File: config.mk
export PLATFORM = sky130hd
export DESIGN_NAME = cutoff_top
export DESIGN_NICKNAME = d
export VERILOG_FILES = /design/src/common/cutoff_pkg.sv /design/src/cutoff/cutoff_manager.sv /design/src/cutoff/taskwait_table.sv /design/src/verilog/creator_arbiter.sv /design/src/verilog/cutoff_top.sv
export SDC_FILE = /design/constraint.sdc
export NUM_CORES = 1
export LEC_CHECK = 0
export BUFFER_PORTS_ARGS = -buffer_cell sky130_fd_sc_hd__clkbuf_2
export CORE_ASPECT_RATIO = 0.7
export CORE_UTILIZATION = 40
export DETAILED_ROUTE_END_ITERATION = 10
export PLACE_DENSITY = 0.69
export SYNTH_ARGS = -nofsm -noshare
export SYNTH_HDL_FRONTEND = slang
export SYNTH_HIERARCHICAL = 1
export SYNTH_SLANG_ARGS = --single-unit
File: constraint.sdc
create_clock -name clk -period 29.1 [get_ports clk]
set_input_delay 1.455 -clock clk [delete_from_list [all_inputs] [get_ports clk]]
set_output_delay 1.455 -clock clk [all_outputs]
set_load 0.03 [all_outputs]
File: src/common/cutoff_pkg.sv
// Widths and header field positions assume a 64-bit word, four creators and a four-entry table.
package cutoff_pkg;

    // Creator side.
    localparam int num_creators = 4;
    localparam int acc_bits = 2;

    typedef logic [acc_bits-1:0] acc_id_t;

    // Stream data word.
    typedef logic [63:0] word_t;

    // Taskwait table geometry.
    localparam int tw_entries = 4;
    localparam int tw_addr_bits = 2;

    typedef logic [tw_addr_bits-1:0] tw_addr_t;

    // Header word fields.
    localparam int seq_id_l = 32; // Zero marks first child.
    localparam int seq_id_h = 63;
    localparam int num_deps_l = 0;
    localparam int num_deps_bits = 8; // Nonzero means deps path.

    // Ack codes in the low byte of the ack word.
    typedef logic [7:0] ack_code_t;

    localparam ack_code_t ack_reject_code = 8'd0;
    localparam ack_code_t ack_ok_code = 8'd1;
    localparam ack_code_t ack_final_code = 8'd2;

endpackage

File: src/cutoff/cutoff_manager.sv
// One message in flight; a table hit needs both parent id and creator id, messages need two words.
`timescale 1ns/1ps

module cutoff_manager (
    input  logic                  clk,
    input  logic                  rstn,
    input  logic                  deps_full,
    input  logic                  in_tvalid,
    output logic                  in_tready,
    input  cutoff_pkg::word_t     in_tdata,
    input  logic                  in_tlast,
    input  cutoff_pkg::acc_id_t   in_tid,
    output logic                  sched_tvalid,
    input  logic                  sched_tready,
    output cutoff_pkg::word_t     sched_tdata,
    output logic                  sched_tlast,
    output cutoff_pkg::acc_id_t   sched_tid,
    output logic                  deps_tvalid,
    input  logic                  deps_tready,
    output cutoff_pkg::word_t     deps_tdata,
    output logic                  deps_tlast,
    output logic                  ack_tvalid,
    input  logic                  ack_tready,
    output cutoff_pkg::word_t     ack_tdata,
    output cutoff_pkg::acc_id_t   ack_tdest,
    output cutoff_pkg::tw_addr_t  tw_addr,
    output logic                  tw_en,
    output logic                  tw_we,
    output cutoff_pkg::acc_id_t   tw_wr_acc,
    output cutoff_pkg::word_t     tw_wr_parent,
    input  logic                  tw_rd_valid,
    input  cutoff_pkg::acc_id_t   tw_rd_acc,
    input  cutoff_pkg::word_t     tw_rd_parent
);

    typedef enum logic [2:0] {
        st_idle,
        st_read_ptid,
        st_search,
        st_create,
        st_buf_full,
        st_buf_empty,
        st_drain,
        st_ack
    } state_t;

    state_t               state;
    cutoff_pkg::acc_id_t  acc_id;
    cutoff_pkg::word_t    parent_id;
    cutoff_pkg::word_t    buf_tdata;
    logic                 buf_tlast;
    logic                 deps_sel;
    logic                 accept;
    logic                 final_mode;
    logic                 free_found;
    cutoff_pkg::tw_addr_t free_addr;
    cutoff_pkg::tw_addr_t rd_addr;    // Entry shown on the read port.
    cutoff_pkg::ack_code_t ack_code;
    logic                 out_valid;
    logic                 out_ready;
    logic                 first_child;
    logic                 has_deps;
    logic                 hit;

    assign first_child = in_tdata[cutoff_pkg::seq_id_h:cutoff_pkg::seq_id_l] == '0;
    assign has_deps = in_tdata[cutoff_pkg::num_deps_l +: cutoff_pkg::num_deps_bits] != '0;
    assign hit = tw_rd_valid && tw_rd_parent == parent_id && tw_rd_acc == acc_id;

    assign out_valid = state == st_buf_full;
    assign out_ready = deps_sel ? deps_tready : sched_tready;

    assign sched_tvalid = out_valid && !deps_sel;
    assign sched_tdata = buf_tdata;
    assign sched_tlast = buf_tlast;
    assign sched_tid = acc_id;
    assign deps_tvalid = out_valid && deps_sel;
    assign deps_tdata = buf_tdata;
    assign deps_tlast = buf_tlast;

    assign ack_code = accept ? cutoff_pkg::ack_ok_code :
                      final_mode ? cutoff_pkg::ack_final_code : cutoff_pkg::ack_reject_code;
    assign ack_tvalid = state == st_ack;
    assign ack_tdata = {56'd0, ack_code};
    assign ack_tdest = acc_id;

    assign tw_en = (state == st_read_ptid && in_tvalid) || state == st_search || state == st_create;
    assign tw_we = state == st_create;
    assign tw_wr_acc = acc_id;
    assign tw_wr_parent = parent_id;

    always_comb begin
        case (state)
            st_idle:      in_tready = in_tvalid;
            st_buf_full:  in_tready = out_ready && !buf_tlast;
            st_buf_empty: in_tready = 1'b1;
            st_drain:     in_tready = 1'b1;
            default:      in_tready = 1'b0; // Parent id is only peeked.
        endcase
    end

    always_ff @(posedge clk) begin
        rd_addr <= tw_addr;
        case (state)
            st_idle: begin
                buf_tdata <= in_tdata;
                buf_tlast <= in_tlast;
                acc_id <= in_tid;
                deps_sel <= has_deps;
                accept <= 1'b0;
                final_mode <= 1'b0;
                free_found <= 1'b0;
                tw_addr <= '0;
                if (in_tvalid) begin
                    if (first_child) begin
                        state <= st_read_ptid;
                    end else if (has_deps && deps_full) begin
                        final_mode <= 1'b1;
                        state <= in_tlast ? st_ack : st_drain;
                    end else begin
                        accept <= 1'b1;
                        state <= st_buf_full;
                    end
                end
            end
            st_read_ptid: begin
                parent_id <= in_tdata;
                if (in_tvalid) begin
                    tw_addr <= tw_addr + 1'b1;
                    state <= st_search;
                end
            end
            st_search: begin
                if (!tw_rd_valid && !free_found) begin
                    free_found <= 1'b1;
                    free_addr <= rd_addr;
                end
                tw_addr <= tw_addr + 1'b1;
                if (hit) begin
                    if (deps_sel && deps_full) begin
                        final_mode <= 1'b1;
                        state <= st_drain;
                    end else begin
                        accept <= 1'b1;
                        state <= st_buf_full;
                    end
                end else if (rd_addr == cutoff_pkg::tw_addr_t'(cutoff_pkg::tw_entries - 1)) begin
                    if (free_found) begin
                        tw_addr <= free_addr;
                        state <= st_create;
                    end else if (!tw_rd_valid) begin
                        tw_addr <= rd_addr;
                        state <= st_create;
                    end else begin
                        state <= st_drain; // Table full, reject.
                    end
                end
            end
            st_create: begin
                if (deps_sel && deps_full) begin
                    final_mode <= 1'b1;
                    state <= st_drain;
                end else begin
                    accept <= 1'b1;
                    state <= st_buf_full;
                end
            end
            st_buf_full: begin
                if (out_ready) begin
                    if (buf_tlast) begin
                        state <= deps_sel ? st_ack : st_idle;
                    end else if (in_tvalid) begin
                        buf_tdata <= in_tdata;
                        buf_tlast <= in_tlast;
                    end else begin
                        state <= st_buf_empty;
                    end
                end
            end
            st_buf_empty: begin
                buf_tdata <= in_tdata;
                buf_tlast <= in_tlast;
                if (in_tvalid) begin
                    state <= st_buf_full;
                end
            end
            st_drain: begin
                if (in_tvalid && in_tlast) begin
                    state <= st_ack;
                end
            end
            st_ack: begin
                if (ack_tready) begin
                    state <= st_idle;
                end
            end
            default: state <= st_idle;
        endcase
        if (!rstn) begin
            state <= st_idle;
            tw_addr <= '0;
        end
    end

    // Parent word stays on the input while the table is searched.
    a_parent_stable: assert property (@(posedge clk) disable iff (!rstn)
        state == st_search || state == st_create |-> in_tvalid && in_tdata == parent_id);

    // A new entry only overwrites one that was free.
    a_write_free: assert property (@(posedge clk) disable iff (!rstn)
        tw_we |=> !tw_rd_valid);

    a_ack_hold: assert property (@(posedge clk) disable iff (!rstn)
        ack_tvalid && !ack_tready |=> ack_tvalid && $stable(ack_tdata) && $stable(ack_tdest));

endmodule

File: src/cutoff/taskwait_table.sv
// Read data is valid one cycle after tw_en; a write beats a release of the same entry.
`timescale 1ns/1ps

module taskwait_table (
    input  logic                     clk,
    input  logic                     rstn,
    input  logic                     tw_en,
    input  logic                     tw_we,
    input  cutoff_pkg::tw_addr_t     tw_addr,
    input  cutoff_pkg::acc_id_t      tw_wr_acc,
    input  cutoff_pkg::word_t        tw_wr_parent,
    output logic                     tw_rd_valid,
    output cutoff_pkg::acc_id_t      tw_rd_acc,
    output cutoff_pkg::word_t        tw_rd_parent,
    input  logic                     release_valid,
    input  cutoff_pkg::word_t        release_parent
);

    logic [cutoff_pkg::tw_entries-1:0] valid;
    cutoff_pkg::acc_id_t               acc_mem [cutoff_pkg::tw_entries];
    cutoff_pkg::word_t                 parent_mem [cutoff_pkg::tw_entries];

    always_ff @(posedge clk) begin
        if (!rstn) begin
            valid <= '0;
            tw_rd_valid <= 1'b0;
        end else begin
            for (int i = 0; i < cutoff_pkg::tw_entries; i++) begin
                if (release_valid && valid[i] && parent_mem[i] == release_parent) begin
                    valid[i] <= 1'b0;
                end
            end
            if (tw_en) begin
                tw_rd_valid <= valid[tw_addr]; // Old value on a write.
                if (tw_we) begin
                    valid[tw_addr] <= 1'b1;
                end
            end
        end
    end

    always_ff @(posedge clk) begin
        if (tw_en) begin
            tw_rd_acc <= acc_mem[tw_addr];
            tw_rd_parent <= parent_mem[tw_addr];
            if (tw_we) begin
                acc_mem[tw_addr] <= tw_wr_acc;
                parent_mem[tw_addr] <= tw_wr_parent;
            end
        end
    end

endmodule

File: src/verilog/creator_arbiter.sv
// Round-robin merge; a grant is held from the first taken word until the tlast word is taken.
`timescale 1ns/1ps

module creator_arbiter (
    input  logic                                 clk,
    input  logic                                 rstn,
    input  logic [cutoff_pkg::num_creators-1:0]  creator_tvalid,
    output logic [cutoff_pkg::num_creators-1:0]  creator_tready,
    input  cutoff_pkg::word_t                    creator_tdata [cutoff_pkg::num_creators],
    input  logic [cutoff_pkg::num_creators-1:0]  creator_tlast,
    output logic                                 in_tvalid,
    input  logic                                 in_tready,
    output cutoff_pkg::word_t                    in_tdata,
    output logic                                 in_tlast,
    output cutoff_pkg::acc_id_t                  in_tid
);

    logic                locked;
    cutoff_pkg::acc_id_t grant_q; // Creator owning the current message.
    cutoff_pkg::acc_id_t ptr;     // First candidate for the next grant.
    cutoff_pkg::acc_id_t pick;
    cutoff_pkg::acc_id_t sel;
    logic                any_req;

    always_comb begin
        cutoff_pkg::acc_id_t idx;
        pick = ptr;
        any_req = 1'b0;
        for (int i = 0; i < cutoff_pkg::num_creators; i++) begin
            idx = ptr + cutoff_pkg::acc_id_t'(i);
            if (!any_req && creator_tvalid[idx]) begin
                pick = idx;
                any_req = 1'b1;
            end
        end
    end

    assign sel = locked ? grant_q : pick;

    assign in_tvalid = locked ? creator_tvalid[grant_q] : any_req;
    assign in_tdata = creator_tdata[sel];
    assign in_tlast = creator_tlast[sel];
    assign in_tid = sel;

    always_comb begin
        creator_tready = '0;
        creator_tready[sel] = in_tready;
    end

    always_ff @(posedge clk) begin
        if (!rstn) begin
            locked <= 1'b0;
            grant_q <= '0;
            ptr <= '0;
        end else if (in_tvalid && in_tready) begin
            if (in_tlast) begin
                locked <= 1'b0;
                ptr <= sel + 1'b1; // Next creator after this one.
            end else begin
                locked <= 1'b1;
                grant_q <= sel;
            end
        end
    end

    // A stalled word of the granted message stays on the output.
    a_grant_held: assert property (@(posedge clk) disable iff (!rstn)
        locked && in_tvalid && !in_tready |=> in_tvalid && in_tid == $past(in_tid)
            && in_tdata == $past(in_tdata) && in_tlast == $past(in_tlast));

endmodule

File: src/verilog/cutoff_top.sv
// Ready inputs and deps_full come from outside; release_valid is a one-cycle pulse.
`timescale 1ns/1ps

module cutoff_top (
    input  logic                                 clk,
    input  logic                                 rstn,
    input  logic [cutoff_pkg::num_creators-1:0]  creator_tvalid,
    output logic [cutoff_pkg::num_creators-1:0]  creator_tready,
    input  cutoff_pkg::word_t                    creator_tdata [cutoff_pkg::num_creators],
    input  logic [cutoff_pkg::num_creators-1:0]  creator_tlast,
    input  logic                                 deps_full,
    input  logic                                 release_valid,
    input  cutoff_pkg::word_t                    release_parent,
    output logic                                 sched_tvalid,
    input  logic                                 sched_tready,
    output cutoff_pkg::word_t                    sched_tdata,
    output logic                                 sched_tlast,
    output cutoff_pkg::acc_id_t                  sched_tid,
    output logic                                 deps_tvalid,
    input  logic                                 deps_tready,
    output cutoff_pkg::word_t                    deps_tdata,
    output logic                                 deps_tlast,
    output logic                                 ack_tvalid,
    input  logic                                 ack_tready,
    output cutoff_pkg::word_t                    ack_tdata,
    output cutoff_pkg::acc_id_t                  ack_tdest
);

    // Merged creator stream.
    logic                  in_tvalid;
    logic                  in_tready;
    cutoff_pkg::word_t     in_tdata;
    logic                  in_tlast;
    cutoff_pkg::acc_id_t   in_tid;

    // Table port.
    cutoff_pkg::tw_addr_t  tw_addr;
    logic                  tw_en;
    logic                  tw_we;
    cutoff_pkg::acc_id_t   tw_wr_acc;
    cutoff_pkg::word_t     tw_wr_parent;
    logic                  tw_rd_valid;
    cutoff_pkg::acc_id_t   tw_rd_acc;
    cutoff_pkg::word_t     tw_rd_parent;

    creator_arbiter arbiter_i (.clk, .rstn, .creator_tvalid, .creator_tready, .creator_tdata,
        .creator_tlast, .in_tvalid, .in_tready, .in_tdata, .in_tlast, .in_tid);

    taskwait_table table_i (.clk, .rstn, .tw_en, .tw_we, .tw_addr, .tw_wr_acc, .tw_wr_parent,
        .tw_rd_valid, .tw_rd_acc, .tw_rd_parent, .release_valid, .release_parent);

    cutoff_manager manager_i (.clk, .rstn, .deps_full,
        .in_tvalid, .in_tready, .in_tdata, .in_tlast, .in_tid,
        .sched_tvalid, .sched_tready, .sched_tdata, .sched_tlast, .sched_tid,
        .deps_tvalid, .deps_tready, .deps_tdata, .deps_tlast,
        .ack_tvalid, .ack_tready, .ack_tdata, .ack_tdest,
        .tw_addr, .tw_en, .tw_we, .tw_wr_acc, .tw_wr_parent,
        .tw_rd_valid, .tw_rd_acc, .tw_rd_parent);

endmodule
==> results of run 1 <==
[metrics by stage]
step / setup slack (ns) / area [um^2] / total power (W) / cells / hold slack (ns)
after floorplan: 16.21 / 23900 / 0.00173 / 1565 / 0.380
after global placement: 22.65 / 26200 / 0.00195 / 2669 / 0.418
after detailed placement: 22.53 / 26200 / 0.00196 / 2669 / 0.434
after CTS: 23.16 / 27800 / 0.00261 / 2759 / 0.452
after global routing: 22.81 / 27800 / 0.00270 / 2761 / 0.466
final: 23.27 / 27800 / 0.00260 / 2762 / 0.452
[synth_stat cells (7+ instances only)]
master    instances  area, um^2
edfxtp_1        467       14000
xnor2_1         157        1380
buf_4           134        1010
mux4_2          132        2970
xor2_1          106         928
nor4_1           53         332
nand4_1          46         288
inv_1            42         158
nor2b_1          35         219
clkbuf_1         24        90.1
nand2_1          24        90.1
a21oi_1          20         100
o21ai_0          20         100
nor2_1           19        71.3
nor3_1           19        95.1
nand2b_1         18         113
buf_2            17        85.1
dfxtp_1          17         340
o22ai_1          14        87.6
and2_1            8        50.1
a22o_1            7        61.3
nand3_1           7        35.0
[power groups by stage]
stage | Sequential (W) | Clock [W] | Combinational (W)
2_1_floorplan | 0.00116 | 0 | 0.000568
3_3_place_gp | 0.00110 | 0 | 0.000846
3_5_place_dp | 0.00111 | 0 | 0.000854
4_1_cts | 0.00110 | 0.000656 | 0.000856
5_1_grt | 0.00111 | 0.000682 | 0.000905
6_report | 0.00110 | 0.000647 | 0.000856
[kinds of logic after synthesis]
logic type | count (synthesis) | synth area share
mux | 140 | 0.129
fa+ha+maj | 4 | 0.00211
buf+inv | 234 | 0.0625
compound gates | 114 | 0.0351
other cells | 1 | 0.000158
xor+xnor | 263 | 0.0973
flops | 484 | 0.606
simple gates | 264 | 0.0673
[layout make-up]
type / count / area (um^2) / share of cell area
Multi-Input combinational cell: 847 / 8110 / 0.292
Clock inverter: 34 / 377 / 0.0135
Clock buffer: 56 / 1260 / 0.0454
Timing Repair Buffer: 494 / 2510 / 0.0904
Antenna cell: 3 / 7.51 / 0.000270
Tap cell: 798 / 998 / 0.0359
Sequential cell: 484 / 14400 / 0.517
Inverter: 46 / 173 / 0.00621
[how the worst min path moves through the flow]
stage                    startpoint                     end  cells past startpoint
6_report       manager_i/rd_addr[1]  manager_i/free_addr[1]                      0
5_1_grt        manager_i/rd_addr[1]  manager_i/free_addr[1]                      0
4_1_cts        manager_i/rd_addr[1]  manager_i/free_addr[1]                      0
3_5_place_dp   manager_i/rd_addr[1]  manager_i/free_addr[1]                      0
3_3_place_gp   manager_i/rd_addr[1]  manager_i/free_addr[1]                      0
2_1_floorplan  manager_i/tw_addr[1]    manager_i/rd_addr[1]                      0
[sequential cells by signal (all words and copies together) (netlist names), 2 cells and up]
name                    flops
manager_i/rd_addr           2
arbiter_i/ptr               2
table_i/tw_rd_parent       64
manager_i/state             3
table_i/parent_mem        256
arbiter_i/grant_q           2
manager_i/tw_addr           2
manager_i/deps_tdata       64
table_i/acc_mem             8
manager_i/ack_tdest         2
table_i/tw_rd_acc           2
manager_i/tw_wr_parent     64
manager_i/free_addr         2
table_i/valid               4
[routing by layer]
| layer | global-route usage | vias to the layer above |
|---|---|---|
| met5 | 0 | - |
| met4 | 0.0516 | 2 |
| met3 | 0.0766 | 84 |
| met2 | 0.382 | 846 |
| met1 | 0.397 | 7958 |
| li1 | - | 6465 |
==> summary.md, run 1 <==
| Metric | Value |
|---|---|
| Met3 wire len | `~9200 um` |
| Sequential power share | `0.422` |
| Setup CP Type | `in -> reg` |
| Status | `completed` |
| Post-synthesis sequential area ratio | `0.606` |
| Leakage | `~9.9 nW` |
| Wire per inst | `29.2 um` |
| Slowest-stage cell, CP | `o41a_2` |
| Clk Latency, worst-skew pair | `0.61 ns` |
| Switching power total | `about 0.00099 W` |
| Post-cts resize count | `0` |
| Num rows | `74` |
| Worst EP required | `29.60 ns` |
| Worst r2r path cells | `12` |
| Starting Density | `0.405` |
| Post-layout min period | `5.83 ns` |
| Most frequent cells in the layout | `477 x clkbuf_2, 467 x edfxtp_1, 157 x xnor2_1, 132 x mux4_2, 106 x xor2_1` |
| Nets@finish | `~2.3k` |
| Die Width | `around 300 um` |
| Worst-path maximum fanout | `42` |
| Combinational power share | `0.329` |
| Synth-to-layout area growth | `17.4%` |
| Synth cell types | `75` |
| Final WL | `between 80000 and 90000 um` |
| Sw frac | `0.380` |
| Worst setup startpoint | `creator_tvalid[3]` |
| HPWL Detailed | `between 60000 and 70000 um` |
| Buffers & Inverters on Critical Path | `2` |
| TritonCTS Buffers | `48` |
| Final Hold Fails | `0` |
| Clock Power Share | `0.249` |
| Clock slew at reported path FFs | `0.07 ns` |
| Number of synthesized flops with an enable pin | `approximately 470` |
| Die Y | `206 um` |
| Fillcell total | `5075` |
| Mapped Cells | `approximately 1.5k` |
| Port Buf Inserts | `477` |
| Largest net degree at the start of global routing | `66` |
| CTS Buffer Depth | `3` |
| Max VDD drop | `between 70 and 80 uV` |
| CP Capture Point | `manager_i/state[0]` |
| Initial drt markers | `about 2.0k` |
| Fin util | `0.476` |
| Max Clock Skew | `0.0272 ns` |
| Final setup violation count | `0` |
| CP delay by family, top | `compound AO/OA/AOI/OAI gates` |
| F_max | `172 MHz` |
| Commonest non-fill, non-tap cell in the layout | `clkbuf_2` |
| CORE AREA | `58400 um^2` |
| Internal power | `about 0.0016 W` |
| Actual slew at the worst max-slew pin | `1.04 ns` |
| RD Place Congestion | `1.02` |
| Setup Fix Bufs, Post-CTS | `0` |
| HP Class | `reg -> reg` |
| Layout cells sized above 1 | `0.375` |
| CTS Hold Bufs | `0` |
| Initial antenna violation count | `5` |
| Drt pass-1 iters | `5` |
| Setup TNS | `0 ns` |
| RSZ-0062 raised after global routing | `false` |
| Power density over the cells | `93.5 nW/um^2` |
| Grt ovf | `0` |
| Critical path launch point type | `input pin` |
| Register-to-register path setup slack | `24.07 ns` |
| Critical Path Stages | `13` |
| Synth async-reset ratio | `0` |
| GR Util All Layers | `0.265` |
| H-tree Lvls | `2` |
| CTS tree | `yes` |
| DRT antenna net count | `0` |
| Met2 WL | `~35000 um` |
| Slew Limit Fails | `0` |
| Yosys Warn Count | `6` |
| Slew headroom | `0.288` |
| CTS root buf | `clkbuf_16` |
| FF+latch count, synth | `484` |
| Crit-path max cell delay | `0.79 ns` |
| Max_cap viols | `0` |
| Max Used Layer | `met5` |
| Syn Area/Cell | `between 15 and 20 um^2` |
| First-pass GRT wire length | `110000 um` |
| Wl on met1 | `35200 um` |
| Residual DRC count | `0` |
| Vias in the first global route | `14.7k` |
| FF-to-FF End | `manager_i/state[0]` |
| Post-Syn Area | `23700 um^2` |
| Critical R2R Launch | `arbiter_i/ptr[0]` |
| Die Area | `roughly 60000 um^2` |
| Setup crit end kind | `flop` |
| Cell Chain, Critical Path | `clkbuf_2 > or2b_1 > a221oi_1 > o41a_2 > buf_4 > mux4_2 > nor4_1 > nand4_1 > nor2_1 > a31oi_1 > o31ai_1 > o21ai_0 > a2111oi_2` |
| Vias | `15.4k` |
| Top_reg_cell synth | `edfxtp_1` |
| Final period utilization | `0.200` |
| I/O Pins | `540` |
| Via density | `roughly 5.6` |
| WP data arrival | `6.32 ns` |
| Clock sinks | `a little under 500` |
No activity file was read; power rests on OpenSTA's default activity.
==> inputs of run 2 (changes only) <==
==> constraint.sdc (replaced) <==
create_clock -name clk -period 5.9 [get_ports clk]
set_input_delay 0.295 -clock clk [delete_from_list [all_inputs] [get_ports clk]]
set_output_delay 0.295 -clock clk [all_outputs]
set_load 0.03 [all_outputs]
==> run 2 against run 1 <==
- critical endpoint unchanged
- routed wire length is 1.2% higher
- highest routed layer is now met4
- critical path type is now reg -> reg
- non-clock buffer count is 6 higher
- largest cell class unchanged
- global-route usage increased by 0.34 points
- clock power grew to 4.6 times the previous value
- largest power group unchanged
- clock-buffer cell count grew 4
- first-iteration DRC count fell by 3.6%
- power rose to 4.9 times the previous value
- worst hold slack worse by 0.36 ns
==> summary.md, run 2 (synthesis gave the netlist of run 1 again) <==
| Metric | Value |
|---|---|
| Status | `completed` |
| F_max | `about 220 MHz` |
| GR Util All Layers | `0.268` |
| Worst setup startpoint | `arbiter_i/ptr[0]` |
| CTS Buffer Depth | `3` |
| First-pass GRT wire length | `112000 um` |
| Final setup violation count | `0` |
| Seq. cell area | `14400 um^2` |
| Clock slew at reported path FFs | `roughly 0.060 ns` |
| Setup crit end kind | `flop` |
| Biggest register | `table_i/parent_mem` |
| CORE AREA | `58400 um^2` |
| Nets@finish | `2266` |
| Grt ovf | `0` |
| Worst EP required | `6.38 ns` |
| Max VDD drop | `286 uV` |
| Cell Chain, Critical Path | `nand2b_1 > a21boi_1 > o41a_2 > buf_4 > mux4_2 > nor4_1 > nand4_1 > nor2_1 > a31oi_1 > o31ai_1 > o21ai_0 > a2111oi_2` |
| Clock Power Share | `0.235` |
| DRT antenna net count | `0` |
| Drt pass-1 iters | `7` |
| Max reg flops | `256` |
| Leakage | `approximately 9.9 nW` |
| Slew Limit Fails | `0` |
| CP Capture Point | `manager_i/state[0]` |
| Final WL | `81600 um` |
| Crit-path max cell delay | `0.70 ns` |
| CTS Hold Bufs | `0` |
| Die Y | `206 um` |
| Commonest non-fill, non-tap cell in the layout | `clkbuf_2` |
| CTS root buf | `clkbuf_16` |
| I/O Pins | `540` |
| Largest net degree at the start of global routing | `69` |
| Post-cts resize count | `0` |
| DP Cell Count | `2675` |
| Critical R2R Launch | `arbiter_i/ptr[0]` |
| H-tree Lvls | `2` |
| Switching power total | `between 0.004 and 0.005 W` |
| Vias | `15.5k` |
| Area occupied by multi-input gates | `8140 um^2` |
| FF-to-FF End | `manager_i/state[0]` |
| Final period utilization | `0.784` |
| Slew headroom | `0.291` |
| RSZ-0062 raised after global routing | `false` |
| Internal power | `0.00778 W` |
| Starting Density | `0.405` |
| Layout cells sized above 1 | `0.374` |
| Worst-path maximum fanout | `20` |
| Initial antenna violation count | `4` |
| Sw frac | `0.386` |
| TritonCTS Buffers | `48` |
| Register-to-register path setup slack | `1.27 ns` |
| Worst r2r path cells | `12` |
| WP data arrival | `5.10 ns` |
| Die Area | `60200 um^2` |
| Num rows | `74` |
| Residual DRC count | `0` |
| Die Width | `293 um` |
| Max_cap viols | `0` |
| Post-layout min period | `roughly 4.6 ns` |
| HPWL Detailed | `63100 um` |
| Combinational power share | `0.339` |
| HP Class | `in -> reg` |
| Via density | `about 5.6` |
| Post-route insts no fill | `2764` |
| RD Place Congestion | `slightly above 1` |
| Slowest-stage cell, CP | `o41a_2` |
| Power density over the cells | `456 nW/um^2` |
| Initial drt markers | `approximately 1.9k` |
| Critical path launch point type | `flop` |
| Clock sinks | `484` |
| Synth-to-layout area growth | `17.4%` |
| Vias in the first global route | `14.9k` |
| Clk Latency, worst-skew pair | `0.62 ns` |
| Setup CP Type | `reg -> reg` |
| Setup Fix Bufs, Post-CTS | `0` |
| Final Hold Fails | `0` |
| Actual slew at the worst max-slew pin | `1.04 ns` |
| Most frequent cells in the layout | `477 x clkbuf_2, 467 x edfxtp_1, 157 x xnor2_1, 132 x mux4_2, 106 x xor2_1` |
| Wire per inst | `29.5 um` |
| Fillcell total | `5126` |
| Final hold slack | `just under 0.09 ns` |
| CTS tree | `yes` |
| Max Clock Skew | `0.0420 ns` |
| Sequential power share | `0.426` |
| Port Buf Inserts | `between 400 and 500` |
| Setup TNS | `0 ns` |
## run 2: changes by cell type in the layout (fill, tap and decap cells not counted), moves of 2 or more
cell	delta
buf_12	+5
clkbuf_1	+5
bufinv_16	-4
nor3_2	-3
nor3_4	+3
clkinv_2	-2
clkinv_4	-2
nor3b_2	-2
nor3b_4	+2
## run 2: layout make-up
| class | count | area share |
|---|---|---|
| diodes | 3 | 0.000270 |
| inverters | 46 | 0.00621 |
| flip-flops and latches | 484 | 0.517 |
| clock buffers | 60 | 0.0452 |
| repair buffers | 500 | 0.0943 |
| multi-input cells | 847 | 0.293 |
| well taps | 798 | 0.0359 |
| clock inverters | 26 | 0.00855 |
## run 2: worst min-delay path by stage
stage                    startpoint                  endpoint  slack, ns  cells after the start
2_1_floorplan  manager_i/tw_addr[1]      manager_i/rd_addr[1]       0.38                      0
3_3_place_gp   manager_i/rd_addr[1]    manager_i/free_addr[1]       0.41                      0
3_5_place_dp   manager_i/rd_addr[0]    manager_i/free_addr[0]       0.42                      0
4_1_cts                   deps_full      manager_i/final_mode       0.06                      2
5_1_grt          creator_tdata[143]  manager_i/deps_tdata[15]       0.08                      2
6_report         creator_tdata[149]  manager_i/deps_tdata[21]       0.09                      2
## run 2: worst max-delay path, delay by kind of cell (launching register included)
kind	cells	cell delay [ns]
compound gates	6	1.71
buf+inv	1	0.36
flops	1	0.39
mux	1	0.60
simple gates	4	1.42
## run 2: through the flow
stage                     setup slack, ns  utilization  power [W]  instance area (um^2)
after floorplan                    0.0595            -    0.00849                 24000
after global routing                 1.07        0.476     0.0132                 27800
after detailed placement             1.19        0.450    0.00975                 26300
after global placement               1.24        0.450    0.00971                 26300
final                                1.27        0.476     0.0127                 27800
after CTS                            1.40        0.476     0.0127                 27800
## run 2: power by group through the flow
stage / registers (W) / logic [W] / clock network [W]
floorplan: 0.00567 / 0.00282 / 0
global placement: 0.00545 / 0.00426 / 0
detailed placement: 0.00546 / 0.00429 / 0
CTS: 0.00540 / 0.00431 / 0.00302
global route: 0.00547 / 0.00453 / 0.00315
finish: 0.00540 / 0.00429 / 0.00298
## run 2: metal layers
layer	share of wire	vias to the layer above	GRT usage
met5	0	-	0
met4	0.019	0	0.0598
met3	0.12	86	0.0807
met2	0.44	900	0.391
met1	0.43	8068	0.393
li1	-	6491	-
